===== config.mk =====
export PLATFORM = sky130hd
export DESIGN_NAME = rv_control_unit
export DESIGN_NICKNAME = d
export VERILOG_FILES = /design/src/design/rv_ctrl_pkg.sv /design/src/design/rv_instr_decoder.sv /design/src/design/rv_step_sequencer.sv /design/src/design/rv_control_rom.sv /design/src/design/rv_control_unit.sv
export SDC_FILE = /design/constraint.sdc
export NUM_CORES = 1
export LEC_CHECK = 0
export BUFFER_PORTS_ARGS = -buffer_cell sky130_fd_sc_hd__buf_2
export CORE_MARGIN = 2
export CORE_UTILIZATION = 32
export DETAILED_ROUTE_END_ITERATION = 16
export GPL_ROUTABILITY_DRIVEN = 0
export GPL_TIMING_DRIVEN = 0
export PLACE_DENSITY_LB_ADDON = 0.08
export SKIP_CTS_REPAIR_TIMING = 1
export SYNTH_ARGS = -nofsm -noshare
export SYNTH_HDL_FRONTEND = slang
export SYNTH_SLANG_ARGS = --single-unit

===== constraint.sdc =====
create_clock -name CLK -period 4.15 [get_ports CLK]
set_clock_uncertainty 0.05 [all_clocks]
set_input_delay 0.6225 -clock CLK [delete_from_list [all_inputs] [get_ports CLK]]
set_output_delay 0.6225 -clock CLK [all_outputs]
set_load 0.02 [all_outputs]

===== src/design/rv_ctrl_pkg.sv =====
package rv_ctrl_pkg;

   localparam int XLEN_INSTR = 32;

   // Modified opcode map of this core
   localparam logic [6:0] OPC_OP          = 7'd51;
   localparam logic [6:0] OPC_OP_IMM      = 7'd19;
   localparam logic [6:0] OPC_LOAD        = 7'd3;
   localparam logic [6:0] OPC_STORE       = 7'd35;
   localparam logic [6:0] OPC_BRANCH_EQ   = 7'd99;
   localparam logic [6:0] OPC_BRANCH_JALR = 7'd103;  // BNE, BLT, BGE and JALR share it
   localparam logic [6:0] OPC_LUI         = 7'd55;

   localparam logic [2:0] F3_ADD_SUB = 3'd0;
   localparam logic [2:0] F3_SLT     = 3'd2;
   localparam logic [2:0] F3_LD      = 3'd3;
   localparam logic [2:0] F3_SD      = 3'd7;
   localparam logic [2:0] F3_BNE     = 3'd1;
   localparam logic [2:0] F3_BLT     = 3'd4;
   localparam logic [2:0] F3_BGE     = 3'd5;
   localparam logic [2:0] F3_JALR    = 3'd0;

   localparam logic [6:0] F7_ADD = 7'd0;
   localparam logic [6:0] F7_SUB = 7'd32;

   typedef enum logic [3:0] {
      CLS_ADD,
      CLS_SUB,
      CLS_SLT,
      CLS_ADDI,
      CLS_SLTI,
      CLS_LD,
      CLS_SD,
      CLS_BEQ,
      CLS_BNE,
      CLS_BLT,
      CLS_BGE,
      CLS_JALR,
      CLS_LUI,
      CLS_ILLEGAL
   } instr_class_t;

   typedef enum logic [4:0] {
      ST_RESET,
      ST_FETCH,
      ST_PC_INC,
      ST_DECODE,
      ST_EXEC_ALU,
      ST_SLT_ARM,
      ST_SLT_PICK,
      ST_WRITEBACK,
      ST_MEM_ADDR,
      ST_LD_WAIT,
      ST_LD_MDR,
      ST_LD_WB,
      ST_SD_WRITE,
      ST_SD_DONE,
      ST_BR_TARGET,
      ST_BR_RESOLVE,
      ST_JALR_LINK,
      ST_JALR_WB,
      ST_JALR_JUMP,
      ST_LUI
   } step_t;

   typedef enum logic [2:0] {
      ALU_PASS = 3'd0,
      ALU_ADD  = 3'd1,
      ALU_SUB  = 3'd2
   } alu_op_t;

   typedef enum logic [1:0] {
      SRCA_PC    = 2'd0,
      SRCA_REG_A = 2'd1,
      SRCA_ZERO  = 2'd2,
      SRCA_ONE   = 2'd3
   } alu_a_sel_t;

   typedef enum logic [2:0] {
      SRCB_REG_B       = 3'd0,
      SRCB_FOUR        = 3'd1,
      SRCB_IMM         = 3'd2,
      SRCB_IMM_SHIFTED = 3'd3,  // Branch offset, already doubled
      SRCB_ZERO        = 3'd4
   } alu_b_sel_t;

   typedef struct packed {
      logic       datapath_reset;
      logic       ir_load;
      logic       a_load;
      logic       b_load;
      logic       alu_out_load;
      logic       mdr_load;
      logic       reg_write;
      logic       wb_from_mdr;      // Register file data from MDR instead of ALU out
      logic       mem_write;
      logic       pc_write;
      logic       pc_from_alu_out;  // PC loads ALU out instead of ALU result
      alu_a_sel_t alu_src_a;
      alu_b_sel_t alu_src_b;
      alu_op_t    alu_op;
   } ctrl_word_t;

   localparam ctrl_word_t CTRL_IDLE = '{
      datapath_reset:  1'b0,
      ir_load:         1'b0,
      a_load:          1'b0,
      b_load:          1'b0,
      alu_out_load:    1'b0,
      mdr_load:        1'b0,
      reg_write:       1'b0,
      wb_from_mdr:     1'b0,
      mem_write:       1'b0,
      pc_write:        1'b0,
      pc_from_alu_out: 1'b0,
      alu_src_a:       SRCA_PC,
      alu_src_b:       SRCB_REG_B,
      alu_op:          ALU_PASS
   };

endpackage


===== src/design/rv_instr_decoder.sv =====
`timescale 1ns/1ps

module rv_instr_decoder (
   input  logic [rv_ctrl_pkg::XLEN_INSTR-1:0] instr,
   output rv_ctrl_pkg::instr_class_t          instr_class
);

   logic [6:0] opcode;
   logic [2:0] funct3;
   logic [6:0] funct7;

   assign opcode = instr[6:0];
   assign funct3 = instr[14:12];
   assign funct7 = instr[31:25];

   always_comb
   begin
      instr_class = rv_ctrl_pkg::CLS_ILLEGAL;
      case (opcode)
         rv_ctrl_pkg::OPC_OP:
         begin
            if (funct3 == rv_ctrl_pkg::F3_ADD_SUB)
            begin
               if (funct7 == rv_ctrl_pkg::F7_ADD)
                  instr_class = rv_ctrl_pkg::CLS_ADD;
               else if (funct7 == rv_ctrl_pkg::F7_SUB)
                  instr_class = rv_ctrl_pkg::CLS_SUB;
            end
            else if (funct3 == rv_ctrl_pkg::F3_SLT && funct7 == rv_ctrl_pkg::F7_ADD)
               instr_class = rv_ctrl_pkg::CLS_SLT;
         end
         rv_ctrl_pkg::OPC_OP_IMM:
         begin
            if (funct3 == rv_ctrl_pkg::F3_ADD_SUB)
               instr_class = rv_ctrl_pkg::CLS_ADDI;
            else if (funct3 == rv_ctrl_pkg::F3_SLT)
               instr_class = rv_ctrl_pkg::CLS_SLTI;
         end
         rv_ctrl_pkg::OPC_LOAD:
         begin
            if (funct3 == rv_ctrl_pkg::F3_LD)  // Only the doubleword load
               instr_class = rv_ctrl_pkg::CLS_LD;
         end
         rv_ctrl_pkg::OPC_STORE:
         begin
            if (funct3 == rv_ctrl_pkg::F3_SD)
               instr_class = rv_ctrl_pkg::CLS_SD;
         end
         rv_ctrl_pkg::OPC_BRANCH_EQ:
         begin
            instr_class = rv_ctrl_pkg::CLS_BEQ;  // Opcode alone selects BEQ
         end
         rv_ctrl_pkg::OPC_BRANCH_JALR:
         begin
            case (funct3)
               rv_ctrl_pkg::F3_JALR: instr_class = rv_ctrl_pkg::CLS_JALR;
               rv_ctrl_pkg::F3_BNE:  instr_class = rv_ctrl_pkg::CLS_BNE;
               rv_ctrl_pkg::F3_BLT:  instr_class = rv_ctrl_pkg::CLS_BLT;
               rv_ctrl_pkg::F3_BGE:  instr_class = rv_ctrl_pkg::CLS_BGE;
               default:              instr_class = rv_ctrl_pkg::CLS_ILLEGAL;
            endcase
         end
         rv_ctrl_pkg::OPC_LUI:
         begin
            instr_class = rv_ctrl_pkg::CLS_LUI;
         end
         default:
         begin
            instr_class = rv_ctrl_pkg::CLS_ILLEGAL;
         end
      endcase
   end

endmodule


===== src/design/rv_step_sequencer.sv =====
`timescale 1ns/1ps

module rv_step_sequencer (
   input  logic                      CLK,
   input  logic                      RESET,
   input  rv_ctrl_pkg::instr_class_t instr_class,
   input  logic                      eq,
   input  logic                      lt,
   output rv_ctrl_pkg::step_t        step,
   output logic                      br_taken
);

   rv_ctrl_pkg::step_t step_next;

   // Condition outcome, also used to pick the SLT result
   always_comb
   begin
      case (instr_class)
         rv_ctrl_pkg::CLS_BEQ:  br_taken = eq;
         rv_ctrl_pkg::CLS_BNE:  br_taken = !eq;
         rv_ctrl_pkg::CLS_BLT:  br_taken = lt;
         rv_ctrl_pkg::CLS_BGE:  br_taken = !lt;
         rv_ctrl_pkg::CLS_SLT:  br_taken = lt;
         rv_ctrl_pkg::CLS_SLTI: br_taken = lt;
         default:               br_taken = 1'b0;
      endcase
   end

   always_ff @(posedge CLK, posedge RESET)
   begin
      if (RESET)
         step <= rv_ctrl_pkg::ST_RESET;
      else
         step <= step_next;
   end

   always_comb
   begin
      step_next = rv_ctrl_pkg::ST_RESET;
      case (step)
         rv_ctrl_pkg::ST_RESET:     step_next = rv_ctrl_pkg::ST_FETCH;
         rv_ctrl_pkg::ST_FETCH:     step_next = rv_ctrl_pkg::ST_PC_INC;
         rv_ctrl_pkg::ST_PC_INC:    step_next = rv_ctrl_pkg::ST_DECODE;
         rv_ctrl_pkg::ST_DECODE:
         begin
            case (instr_class)
               rv_ctrl_pkg::CLS_ADD,
               rv_ctrl_pkg::CLS_SUB,
               rv_ctrl_pkg::CLS_ADDI: step_next = rv_ctrl_pkg::ST_EXEC_ALU;
               rv_ctrl_pkg::CLS_SLT,
               rv_ctrl_pkg::CLS_SLTI: step_next = rv_ctrl_pkg::ST_SLT_ARM;
               rv_ctrl_pkg::CLS_LD,
               rv_ctrl_pkg::CLS_SD:   step_next = rv_ctrl_pkg::ST_MEM_ADDR;
               rv_ctrl_pkg::CLS_BEQ,
               rv_ctrl_pkg::CLS_BNE,
               rv_ctrl_pkg::CLS_BLT,
               rv_ctrl_pkg::CLS_BGE:  step_next = rv_ctrl_pkg::ST_BR_TARGET;
               rv_ctrl_pkg::CLS_JALR: step_next = rv_ctrl_pkg::ST_JALR_LINK;
               rv_ctrl_pkg::CLS_LUI:  step_next = rv_ctrl_pkg::ST_LUI;
               default:               step_next = rv_ctrl_pkg::ST_RESET;  // Illegal
            endcase
         end
         rv_ctrl_pkg::ST_EXEC_ALU:  step_next = rv_ctrl_pkg::ST_WRITEBACK;
         rv_ctrl_pkg::ST_LUI:       step_next = rv_ctrl_pkg::ST_WRITEBACK;
         rv_ctrl_pkg::ST_SLT_ARM:   step_next = rv_ctrl_pkg::ST_SLT_PICK;
         rv_ctrl_pkg::ST_SLT_PICK:  step_next = rv_ctrl_pkg::ST_WRITEBACK;
         rv_ctrl_pkg::ST_WRITEBACK: step_next = rv_ctrl_pkg::ST_FETCH;
         rv_ctrl_pkg::ST_MEM_ADDR:
         begin
            if (instr_class == rv_ctrl_pkg::CLS_LD)
               step_next = rv_ctrl_pkg::ST_LD_WAIT;
            else if (instr_class == rv_ctrl_pkg::CLS_SD)
               step_next = rv_ctrl_pkg::ST_SD_WRITE;
            else
               step_next = rv_ctrl_pkg::ST_RESET;  // Instruction changed under us
         end
         rv_ctrl_pkg::ST_LD_WAIT:    step_next = rv_ctrl_pkg::ST_LD_MDR;  // Memory read latency
         rv_ctrl_pkg::ST_LD_MDR:     step_next = rv_ctrl_pkg::ST_LD_WB;
         rv_ctrl_pkg::ST_LD_WB:      step_next = rv_ctrl_pkg::ST_FETCH;
         rv_ctrl_pkg::ST_SD_WRITE:   step_next = rv_ctrl_pkg::ST_SD_DONE;
         rv_ctrl_pkg::ST_SD_DONE:    step_next = rv_ctrl_pkg::ST_FETCH;
         rv_ctrl_pkg::ST_BR_TARGET:  step_next = rv_ctrl_pkg::ST_BR_RESOLVE;
         rv_ctrl_pkg::ST_BR_RESOLVE: step_next = rv_ctrl_pkg::ST_FETCH;
         rv_ctrl_pkg::ST_JALR_LINK:  step_next = rv_ctrl_pkg::ST_JALR_WB;
         rv_ctrl_pkg::ST_JALR_WB:    step_next = rv_ctrl_pkg::ST_JALR_JUMP;
         rv_ctrl_pkg::ST_JALR_JUMP:  step_next = rv_ctrl_pkg::ST_FETCH;
         default:                    step_next = rv_ctrl_pkg::ST_RESET;
      endcase
   end

   a_step_known: assert property (
      @(posedge CLK) disable iff (RESET)
      !$isunknown(step)
   ) else $error("Step register went unknown");

   // Every instruction ends, legal or not, in a fresh fetch
   a_fetch_after_last: assert property (
      @(posedge CLK) disable iff (RESET)
      step inside {rv_ctrl_pkg::ST_WRITEBACK, rv_ctrl_pkg::ST_LD_WB,
                   rv_ctrl_pkg::ST_SD_DONE, rv_ctrl_pkg::ST_BR_RESOLVE,
                   rv_ctrl_pkg::ST_JALR_JUMP, rv_ctrl_pkg::ST_RESET}
      |=> step == rv_ctrl_pkg::ST_FETCH
   ) else $error("Final step not followed by fetch");

endmodule


===== src/design/rv_control_rom.sv =====
`timescale 1ns/1ps

module rv_control_rom (
   input  rv_ctrl_pkg::step_t        step,
   input  rv_ctrl_pkg::instr_class_t instr_class,
   input  logic                      br_taken,
   output rv_ctrl_pkg::ctrl_word_t   ctrl
);

   always_comb
   begin
      ctrl = rv_ctrl_pkg::CTRL_IDLE;
      case (step)
         rv_ctrl_pkg::ST_RESET:
         begin
            ctrl.datapath_reset = 1'b1;
         end
         rv_ctrl_pkg::ST_FETCH:
         begin
            ctrl.ir_load   = 1'b1;
            ctrl.reg_write = 1'b1;  // Register file strobed on every fetch
         end
         rv_ctrl_pkg::ST_PC_INC:
         begin
            ctrl.ir_load   = 1'b1;
            ctrl.pc_write  = 1'b1;
            ctrl.alu_src_a = rv_ctrl_pkg::SRCA_PC;
            ctrl.alu_src_b = rv_ctrl_pkg::SRCB_FOUR;  // PC + 4
            ctrl.alu_op    = rv_ctrl_pkg::ALU_ADD;
         end
         rv_ctrl_pkg::ST_DECODE:
         begin
            ctrl.a_load = 1'b1;
            ctrl.b_load = 1'b1;
         end
         rv_ctrl_pkg::ST_EXEC_ALU:
         begin
            ctrl.alu_out_load = 1'b1;
            ctrl.alu_src_a    = rv_ctrl_pkg::SRCA_REG_A;
            if (instr_class == rv_ctrl_pkg::CLS_ADDI)
               ctrl.alu_src_b = rv_ctrl_pkg::SRCB_IMM;
            else
               ctrl.alu_src_b = rv_ctrl_pkg::SRCB_REG_B;
            if (instr_class == rv_ctrl_pkg::CLS_SUB)
               ctrl.alu_op = rv_ctrl_pkg::ALU_SUB;
            else
               ctrl.alu_op = rv_ctrl_pkg::ALU_ADD;
         end
         rv_ctrl_pkg::ST_SLT_PICK:
         begin
            // Result is 1 + 0 or 0 + 0 depending on the compare
            ctrl.alu_out_load = 1'b1;
            ctrl.alu_src_a    = br_taken ? rv_ctrl_pkg::SRCA_ONE : rv_ctrl_pkg::SRCA_ZERO;
            ctrl.alu_src_b    = rv_ctrl_pkg::SRCB_ZERO;
            ctrl.alu_op       = rv_ctrl_pkg::ALU_ADD;
         end
         rv_ctrl_pkg::ST_LUI:
         begin
            ctrl.alu_out_load = 1'b1;
            ctrl.alu_src_a    = rv_ctrl_pkg::SRCA_ZERO;
            ctrl.alu_src_b    = rv_ctrl_pkg::SRCB_IMM;
            ctrl.alu_op       = rv_ctrl_pkg::ALU_ADD;
         end
         rv_ctrl_pkg::ST_MEM_ADDR:
         begin
            ctrl.alu_out_load = 1'b1;  // Effective address rs1 + imm
            ctrl.alu_src_a    = rv_ctrl_pkg::SRCA_REG_A;
            ctrl.alu_src_b    = rv_ctrl_pkg::SRCB_IMM;
            ctrl.alu_op       = rv_ctrl_pkg::ALU_ADD;
         end
         rv_ctrl_pkg::ST_LD_MDR:
         begin
            ctrl.mdr_load = 1'b1;
         end
         rv_ctrl_pkg::ST_LD_WB:
         begin
            ctrl.reg_write   = 1'b1;
            ctrl.wb_from_mdr = 1'b1;
         end
         rv_ctrl_pkg::ST_SD_WRITE:
         begin
            ctrl.mem_write = 1'b1;
         end
         rv_ctrl_pkg::ST_BR_TARGET:
         begin
            ctrl.alu_out_load = 1'b1;
            ctrl.alu_src_a    = rv_ctrl_pkg::SRCA_PC;
            ctrl.alu_src_b    = rv_ctrl_pkg::SRCB_IMM_SHIFTED;
            ctrl.alu_op       = rv_ctrl_pkg::ALU_ADD;
         end
         rv_ctrl_pkg::ST_BR_RESOLVE:
         begin
            ctrl.pc_write        = br_taken;
            ctrl.pc_from_alu_out = br_taken;  // Target saved in BR_TARGET
         end
         rv_ctrl_pkg::ST_JALR_LINK:
         begin
            ctrl.alu_out_load = 1'b1;  // Return address, PC already advanced
            ctrl.alu_src_a    = rv_ctrl_pkg::SRCA_PC;
            ctrl.alu_src_b    = rv_ctrl_pkg::SRCB_ZERO;
            ctrl.alu_op       = rv_ctrl_pkg::ALU_ADD;
         end
         rv_ctrl_pkg::ST_JALR_WB:
         begin
            ctrl.reg_write = 1'b1;
         end
         rv_ctrl_pkg::ST_JALR_JUMP:
         begin
            ctrl.pc_write  = 1'b1;
            ctrl.alu_src_a = rv_ctrl_pkg::SRCA_REG_A;
            ctrl.alu_src_b = rv_ctrl_pkg::SRCB_IMM;
            ctrl.alu_op    = rv_ctrl_pkg::ALU_ADD;
         end
         rv_ctrl_pkg::ST_WRITEBACK:
         begin
            ctrl.reg_write = 1'b1;
         end
         default:
         begin
            ctrl = rv_ctrl_pkg::CTRL_IDLE;  // ARM, LD_WAIT and SD_DONE hold still
         end
      endcase
   end

   // Register file and data memory are never written in the same step
   a_no_dual_write: assert final (!(ctrl.mem_write && ctrl.reg_write))
      else $error("mem_write and reg_write both high in step %s", step.name());

   a_no_pc_in_reset: assert final (!(ctrl.datapath_reset && ctrl.pc_write))
      else $error("pc_write during datapath reset");

endmodule


===== src/design/rv_control_unit.sv =====
`timescale 1ns/1ps

module rv_control_unit (
   input  logic                              CLK,
   input  logic                              RESET,
   input  logic [rv_ctrl_pkg::XLEN_INSTR-1:0] instr,  // Held from fetch to next fetch
   input  logic                              eq,
   input  logic                              lt,
   output rv_ctrl_pkg::ctrl_word_t           ctrl
);

   rv_ctrl_pkg::instr_class_t instr_class;
   rv_ctrl_pkg::step_t        step;
   logic                      br_taken;

   rv_instr_decoder u_decoder (
      .instr       (instr),
      .instr_class (instr_class)
   );

   rv_step_sequencer u_sequencer (
      .CLK         (CLK),
      .RESET       (RESET),
      .instr_class (instr_class),
      .eq          (eq),
      .lt          (lt),
      .step        (step),
      .br_taken    (br_taken)
   );

   // Control word straight from the step register, no output stage
   rv_control_rom u_rom (
      .step        (step),
      .instr_class (instr_class),
      .br_taken    (br_taken),
      .ctrl        (ctrl)
   );

endmodule


Yosys cells after proc, flatten, opt, wreduce, memory -nomap -nowiden
Memory sizes are Yosys's and may differ from the RTL's.
Index checks and enable logic that the tools add are counted.
{"block": "classes", "mul": 0, "n_shift": 0, "div": 0, "n_reduce_logical": 14, "n_lt_le_gt_ge": 0, "n_eq_ne": 43, "muxes": 28, "n_bitwise": 0, "addsub": 0}
{"cell": "5-bit one-hot mux with 13 select lines", "n": 1}
{"cell": "8-bit one-hot mux with 7 select lines", "n": 1}
{"cell": "5-bit by 4-bit equality test with 1-bit output, second input constant", "n": 8}
{"cell": "4-bit 2-to-1 mux", "n": 9}
{"cell": "7-bit by 6-bit equality test with 1-bit output, second input constant", "n": 4}
{"cell": "4-bit one-hot mux with 7 select lines", "n": 1}
{"cell": "5-bit by 3-bit equality test with 1-bit output, second input constant", "n": 4}
{"cell": "5-bit equality test, second input constant", "n": 4}
{"cell": "4-bit by 3-bit equality test with 1-bit output, second input constant", "n": 4}
{"cell": "7-bit equality test, second input constant", "n": 2}
{"cell": "4-bit equality test, second input constant", "n": 3}
{"cell": "3-bit one-hot mux with 4 select lines", "n": 1}
{"cell": "6-bit OR reduction", "n": 2}
{"cell": "5-bit by 2-bit equality test with 1-bit output, second input constant", "n": 2}
{"cell": "3-bit equality test, second input constant", "n": 3}
{"cell": "1-bit 2-to-1 mux", "n": 9}
{"cell": "4-bit by 2-bit equality test with 1-bit output, second input constant", "n": 2}
{"cell": "7-bit by 2-bit equality test with 1-bit output, second input constant", "n": 1}
{"cell": "7-bit by 5-bit equality test with 1-bit output, second input constant", "n": 1}
{"cell": "7-bit zero test", "n": 1}
{"cell": "3-bit by 2-bit equality test with 1-bit output, second input constant", "n": 2}
{"cell": "2-bit 2-to-1 mux", "n": 3}
{"cell": "2-bit OR reduction", "n": 3}
{"cell": "3-bit OR reduction", "n": 2}
{"cell": "11 further kinds", "n": 12}
{"block": "word_totals", "latchBits": 0, "rom_bits": 80, "ram_bits": 0, "ff_bits": 5, "mem_count": 1, "inputBits": 36, "wordCells": 87, "out_inout_bits": 19}
{"memory": "(no name shown)", "words": 16, "width": 5, "read_ports": 1, "rd_clocked_by_memory_dff": 0, "wr": 0, "line_no": "rv_step_sequencer.sv:46", "source": "case (instr_class)"}

Depth between registers and ports, before layout
{"block": "logic_depth", "depth_word": 10, "ltp_mapped": 12}

By module
From an unflattened synthesis, not the netlist that was laid out.
{"block": "hier_totals", "cells_unflattened": 189, "area_unflattened_um2": 1272.5}
{"module": "rv_step_sequencer", "cells_per_inst": 78, "instances": 1, "seq_area_each_um2": 125.1, "area_per_inst_um2": 598.1}
{"module": "rv_control_rom", "cells_per_inst": 62, "instances": 1, "seq_area_each_um2": 0.0, "area_per_inst_um2": 355.3}
{"module": "rv_instr_decoder", "cells_per_inst": 49, "instances": 1, "seq_area_each_um2": 0.0, "area_per_inst_um2": 319.1}

Worst setup path before layout
No wires, ideal clock.
{"block": "synth_path", "path_kind": "input to output", "start": "input instr[25] (netlist name)", "end": "output ctrl[8] (netlist name)", "path_buffers": 0, "path_stages": 12, "arrival_ns": 3.042, "setup_slack_ns": 0.435, "cell_sequence": "or4_1 -> nor3_1 -> o21ai_0 -> and3b_1 -> a211o_1 -> inv_1 -> ha_1 -> inv_1 -> o22ai_1 -> a31oi_1 -> a2bb2oi_2 -> nor2_1"}
{"element": "from (decl)", "line_no": "rv_control_unit.sv:6", "source": "input logic [rv_ctrl_pkg::XLEN_INSTR-1:0] instr,"}
{"element": "to (decl)", "line_no": "rv_control_unit.sv:9", "source": "output rv_ctrl_pkg::ctrl_word_t ctrl"}

==> key figures <==
Outcome
  • Status: complete, no violations

Die
  • Starting Density: 33.65%
  • # IOs: 55
  • Area of the core: 3689 µm²
  • Die Y-Extent: 66.28 µm
  • Die Area: 4393 µm²
  • Die width: 66.28 µm
  • # rows: 22

Global route
  • GRT Util Overall: 18.50%
  • First-pass GRT wire length: 6410 µm
  • Initial antenna violation count: 0
  • Largest net degree at the start of global routing: 11
  • Vias in the first global route: 1,338
  • Total grt overflow: 0

STA
  • Hold_ws: 0.2334 ns
  • Tmin final: 3.988 ns
  • Fin crit share: 96.11%
  • Final hold violations: 0
  • RSZ-0062 raised after global routing: false
  • Final setup violation count: 0
  • Fmax: 0.2507 GHz
  • Worst Tran Pin Value: 0.6476 ns
  • Fin. max-slew vios: 0
  • Rel. slew slack: 56.49%

Clock tree
  • Clk slew on worst S/H paths: 0.04 ns
  • CTS tree: done
  • Clk sinks: 5
  • Root Buffer: clkbuf_8
  • Max Root-Sink Buffers: 2
  • Num CTS Buffers: 3
  • Worst skew pair latency: 0.22 ns
  • H-tree depth: 1

Critical path
  • CP max stage cell: or4_4
  • Critical path depth: 13
  • Worst r2r src: u_sequencer.step[4]
  • Capture point of the worst reg-to-reg path: u_sequencer.step[2]
  • Setup CP Type: in -> out
  • Crit path DAT: 3.32 ns
  • Worst path most repeated cell: buf_2
  • CP max stage delay: 0.57 ns
  • Worst-path cell chain: buf_2 > or4_4 > nor3_4 > o21ai_0 > and3b_1 > a211o_4 > ha_4 > a21boi_0 > o22ai_1 > a31oi_1 > a2bb2oi_2 > nor2_1 > buf_2
  • Worst EP required: 3.48 ns
  • FF-to-FF path depth: 5
  • Crit-path max FO: 7
  • Startpoint Class: primary input
  • CP delay by family, top: compound AO/OA/AOI/OAI gates
  • Worst R2R Setup Slack: 2.26 ns
  • Setup crit end kind: primary output
  • WP buf/inv: 2

Cells and area
  • Max FFs per register: 5
  • # diodes: 0
  • Biggest register: u_sequencer.step
  • Synthesis-to-finish area growth: 26.01%
  • Layout cell share with drive strength beyond 1: 26.67%
  • Filler instances: 402
  • Top flop regs: u_sequencer.step (5)
  • Nets: 267
  • Final non-filler cell total: 273

Power
  • PD cells: 430.2 nW/µm²
  • Clock share of power: 13.4%
  • Leakage power: 0.6661 nW
  • Total power: 672.8 µW
  • Logic pwr share: 74.8%
  • Internal power: 306.5 µW
  • Peak VDD IR: 0.1811 mV
  • Sw frac: 54.44%
  • Sequential share of power: 11.8%
  • Sw power: 366.3 µW

Synthesis
  • Unique masters post-synth: 58
  • Main synth FF type: dfrtp_1
  • #FFs+latches synth: 5
  • Post-synth EDFFs: 0
  • Syn_nets: 227
  • Sequential-to-total area share from yosys stat: 10.08%
  • Cell count after synthesis: 186
  • Syn_area_per_cell: 6.673 µm²
  • Synthesized area: 1241 µm²
  • Ys async rst share: 100.0%
  • Yosys warning count: 0

Job
  • Max Cap Viol: 0

Placed design
  • Number of I/O port buffers: 36
  • Cells after DPL: 270
  • Detailed placement HPWL: 3090 µm

Route
  • ANT nets after route: 0
  • Pre-antenna DRT Iters: 4
  • Final wirelength: 3926 µm
  • Via/cell ratio: 5.692
  • DR vias: 1,554
  • Post-route DRC: 0
  • 1st-iter DRT viols: 155
  • Post-DR wirelength/cell: 14.38 µm

Hold path
  • Hold WC Path Type: in -> async
==> synthesized netlist by cell type (all sizes together) (2+ instances only) <==
cell | instances | area share [%]
nand3b | 2 | 1.2
clkbuf | 10 | 3.0
nand2 | 20 | 6.3
o211ai | 3 | 1.8
inv | 7 | 2.1
and3 | 3 | 1.9
nor3 | 11 | 4.4
o21ai | 14 | 6.3
a31oi | 4 | 2.0
nand4 | 2 | 1.0
ha | 5 | 5.0
a41oi | 2 | 1.4
xnor2 | 2 | 1.4
a2bb2oi | 2 | 1.9
nor2 | 16 | 4.8
nand2b | 8 | 4.0
a21boi | 2 | 1.2
and3b | 2 | 1.4
a21o | 3 | 1.8
a21oi | 9 | 3.6
nand3 | 12 | 4.8
buf | 3 | 1.6
and2 | 3 | 1.5
nor4 | 2 | 1.0
or2 | 3 | 1.5
a221oi | 3 | 2.6
nor2b | 4 | 2.0
dfrtp | 5 | 10
or4 | 2 | 1.5
==> per-layer routing <==
metal / track usage (%) / share of wire (%) / vias up
met5: 0 / 0 / -
met4: 3.827 / 0.64 / 0
met3: 1.022 / 6.3 / 4
met2: 27.75 / 43 / 56
met1: 28.62 / 50 / 722
li1: - / - / 772
==> how the worst max path moves through the flow <==
| stage | start | end | slack, ns |
|---|---|---|---|
| 2_1_floorplan | instr[25] | ctrl[8] | 0.44 |
| 3_3_place_gp | instr[25] | ctrl[9] | -0.16 |
| 3_5_place_dp | instr[25] | ctrl[9] | -0.19 |
| 4_1_cts | instr[25] | ctrl[8] | -0.19 |
| 5_1_grt | instr[25] | ctrl[6] | 0.03 |
| 6_report | instr[25] | ctrl[8] | 0.16 |
==> cells in the final DEF, fill, tap and decap left out, drive strengths merged, types with 2 or more instances in the layout <==
cell and count:
buf 39, nand2 20, nor2 16, o21ai 14, clkbuf 13, nand3 12
nor3 11, a21oi 9, nand2b 8, inv 7, dfrtp 5, ha 5
a31oi 4, nor2b 4, or2 3, and2 3, a21o 3, o211ai 3
and3 3, a221oi 3, or4 2, and3b 2, nand3b 2, a21boi 2
nor4 2, a41oi 2, nand4 2, xnor2 2, a2bb2oi 2
==> area by class of cell <==
type / instances / area [µm²] / share of cell area (%)
multi-input combinational: 161 / 1074 / 68.64
timing repair buffer: 36 / 180.2 / 11.52
sequential: 5 / 125.1 / 8.000
tap: 48 / 60.06 / 3.840
buffer: 12 / 53.80 / 3.440
clock buffer: 4 / 45.04 / 2.880
inverter: 7 / 26.28 / 1.680
==> cell families (layout without fill, tap and decap cells) <==
logic type | after synthesis | in the layout | share of synthesized area [%]
other | 1 | 1 | 0.3021
muxes | 1 | 1 | 0.8065
and+or+nand+nor | 95 | 95 | 41.23
adders and majority gates | 5 | 5 | 5.040
DFF | 5 | 5 | 10.08
buffers and inverters | 20 | 59 | 6.754
AOI/OAI and AO/OA | 57 | 57 | 34.38
xor gates and xnor gates | 2 | 2 | 1.412
==> power by group through the flow <==
stage	Sequential, mW	Clock [mW]	Combinational [mW]
2_1_floorplan	0.0753	0	0.361
3_3_place_gp	0.0798	0	0.495
3_5_place_dp	0.0795	0	0.494
4_1_cts	0.0789	0.0918	0.495
5_1_grt	0.0821	0.0931	0.547
6_report	0.0794	0.0903	0.503
==> worst register-to-register path, stage by stage, from the launching register on <==
cell and delay [ns]:
dfrtp_1 0.43, inv_1 0.17, nand2_1 0.11, nor3_1 0.56, nand2_1 0.15, o31ai_1 0.31
==> metrics by stage <==
step / TNS (ns) / cell area [µm²] / setup slack (ns) / util [%]
final: 0 / 1564 / 0.1616 / 42.40
after global routing: 0 / 1564 / 0.03195 / 42.40
after CTS: -0.5481 / 1526 / -0.1878 / 41.38
after detailed placement: -0.5643 / 1481 / -0.1931 / 40.16
after global placement: -0.4397 / 1481 / -0.1562 / 40.16
after floorplan: 0 / 1241 / 0.4352 / -
Power figures use the tool's default switching activity.
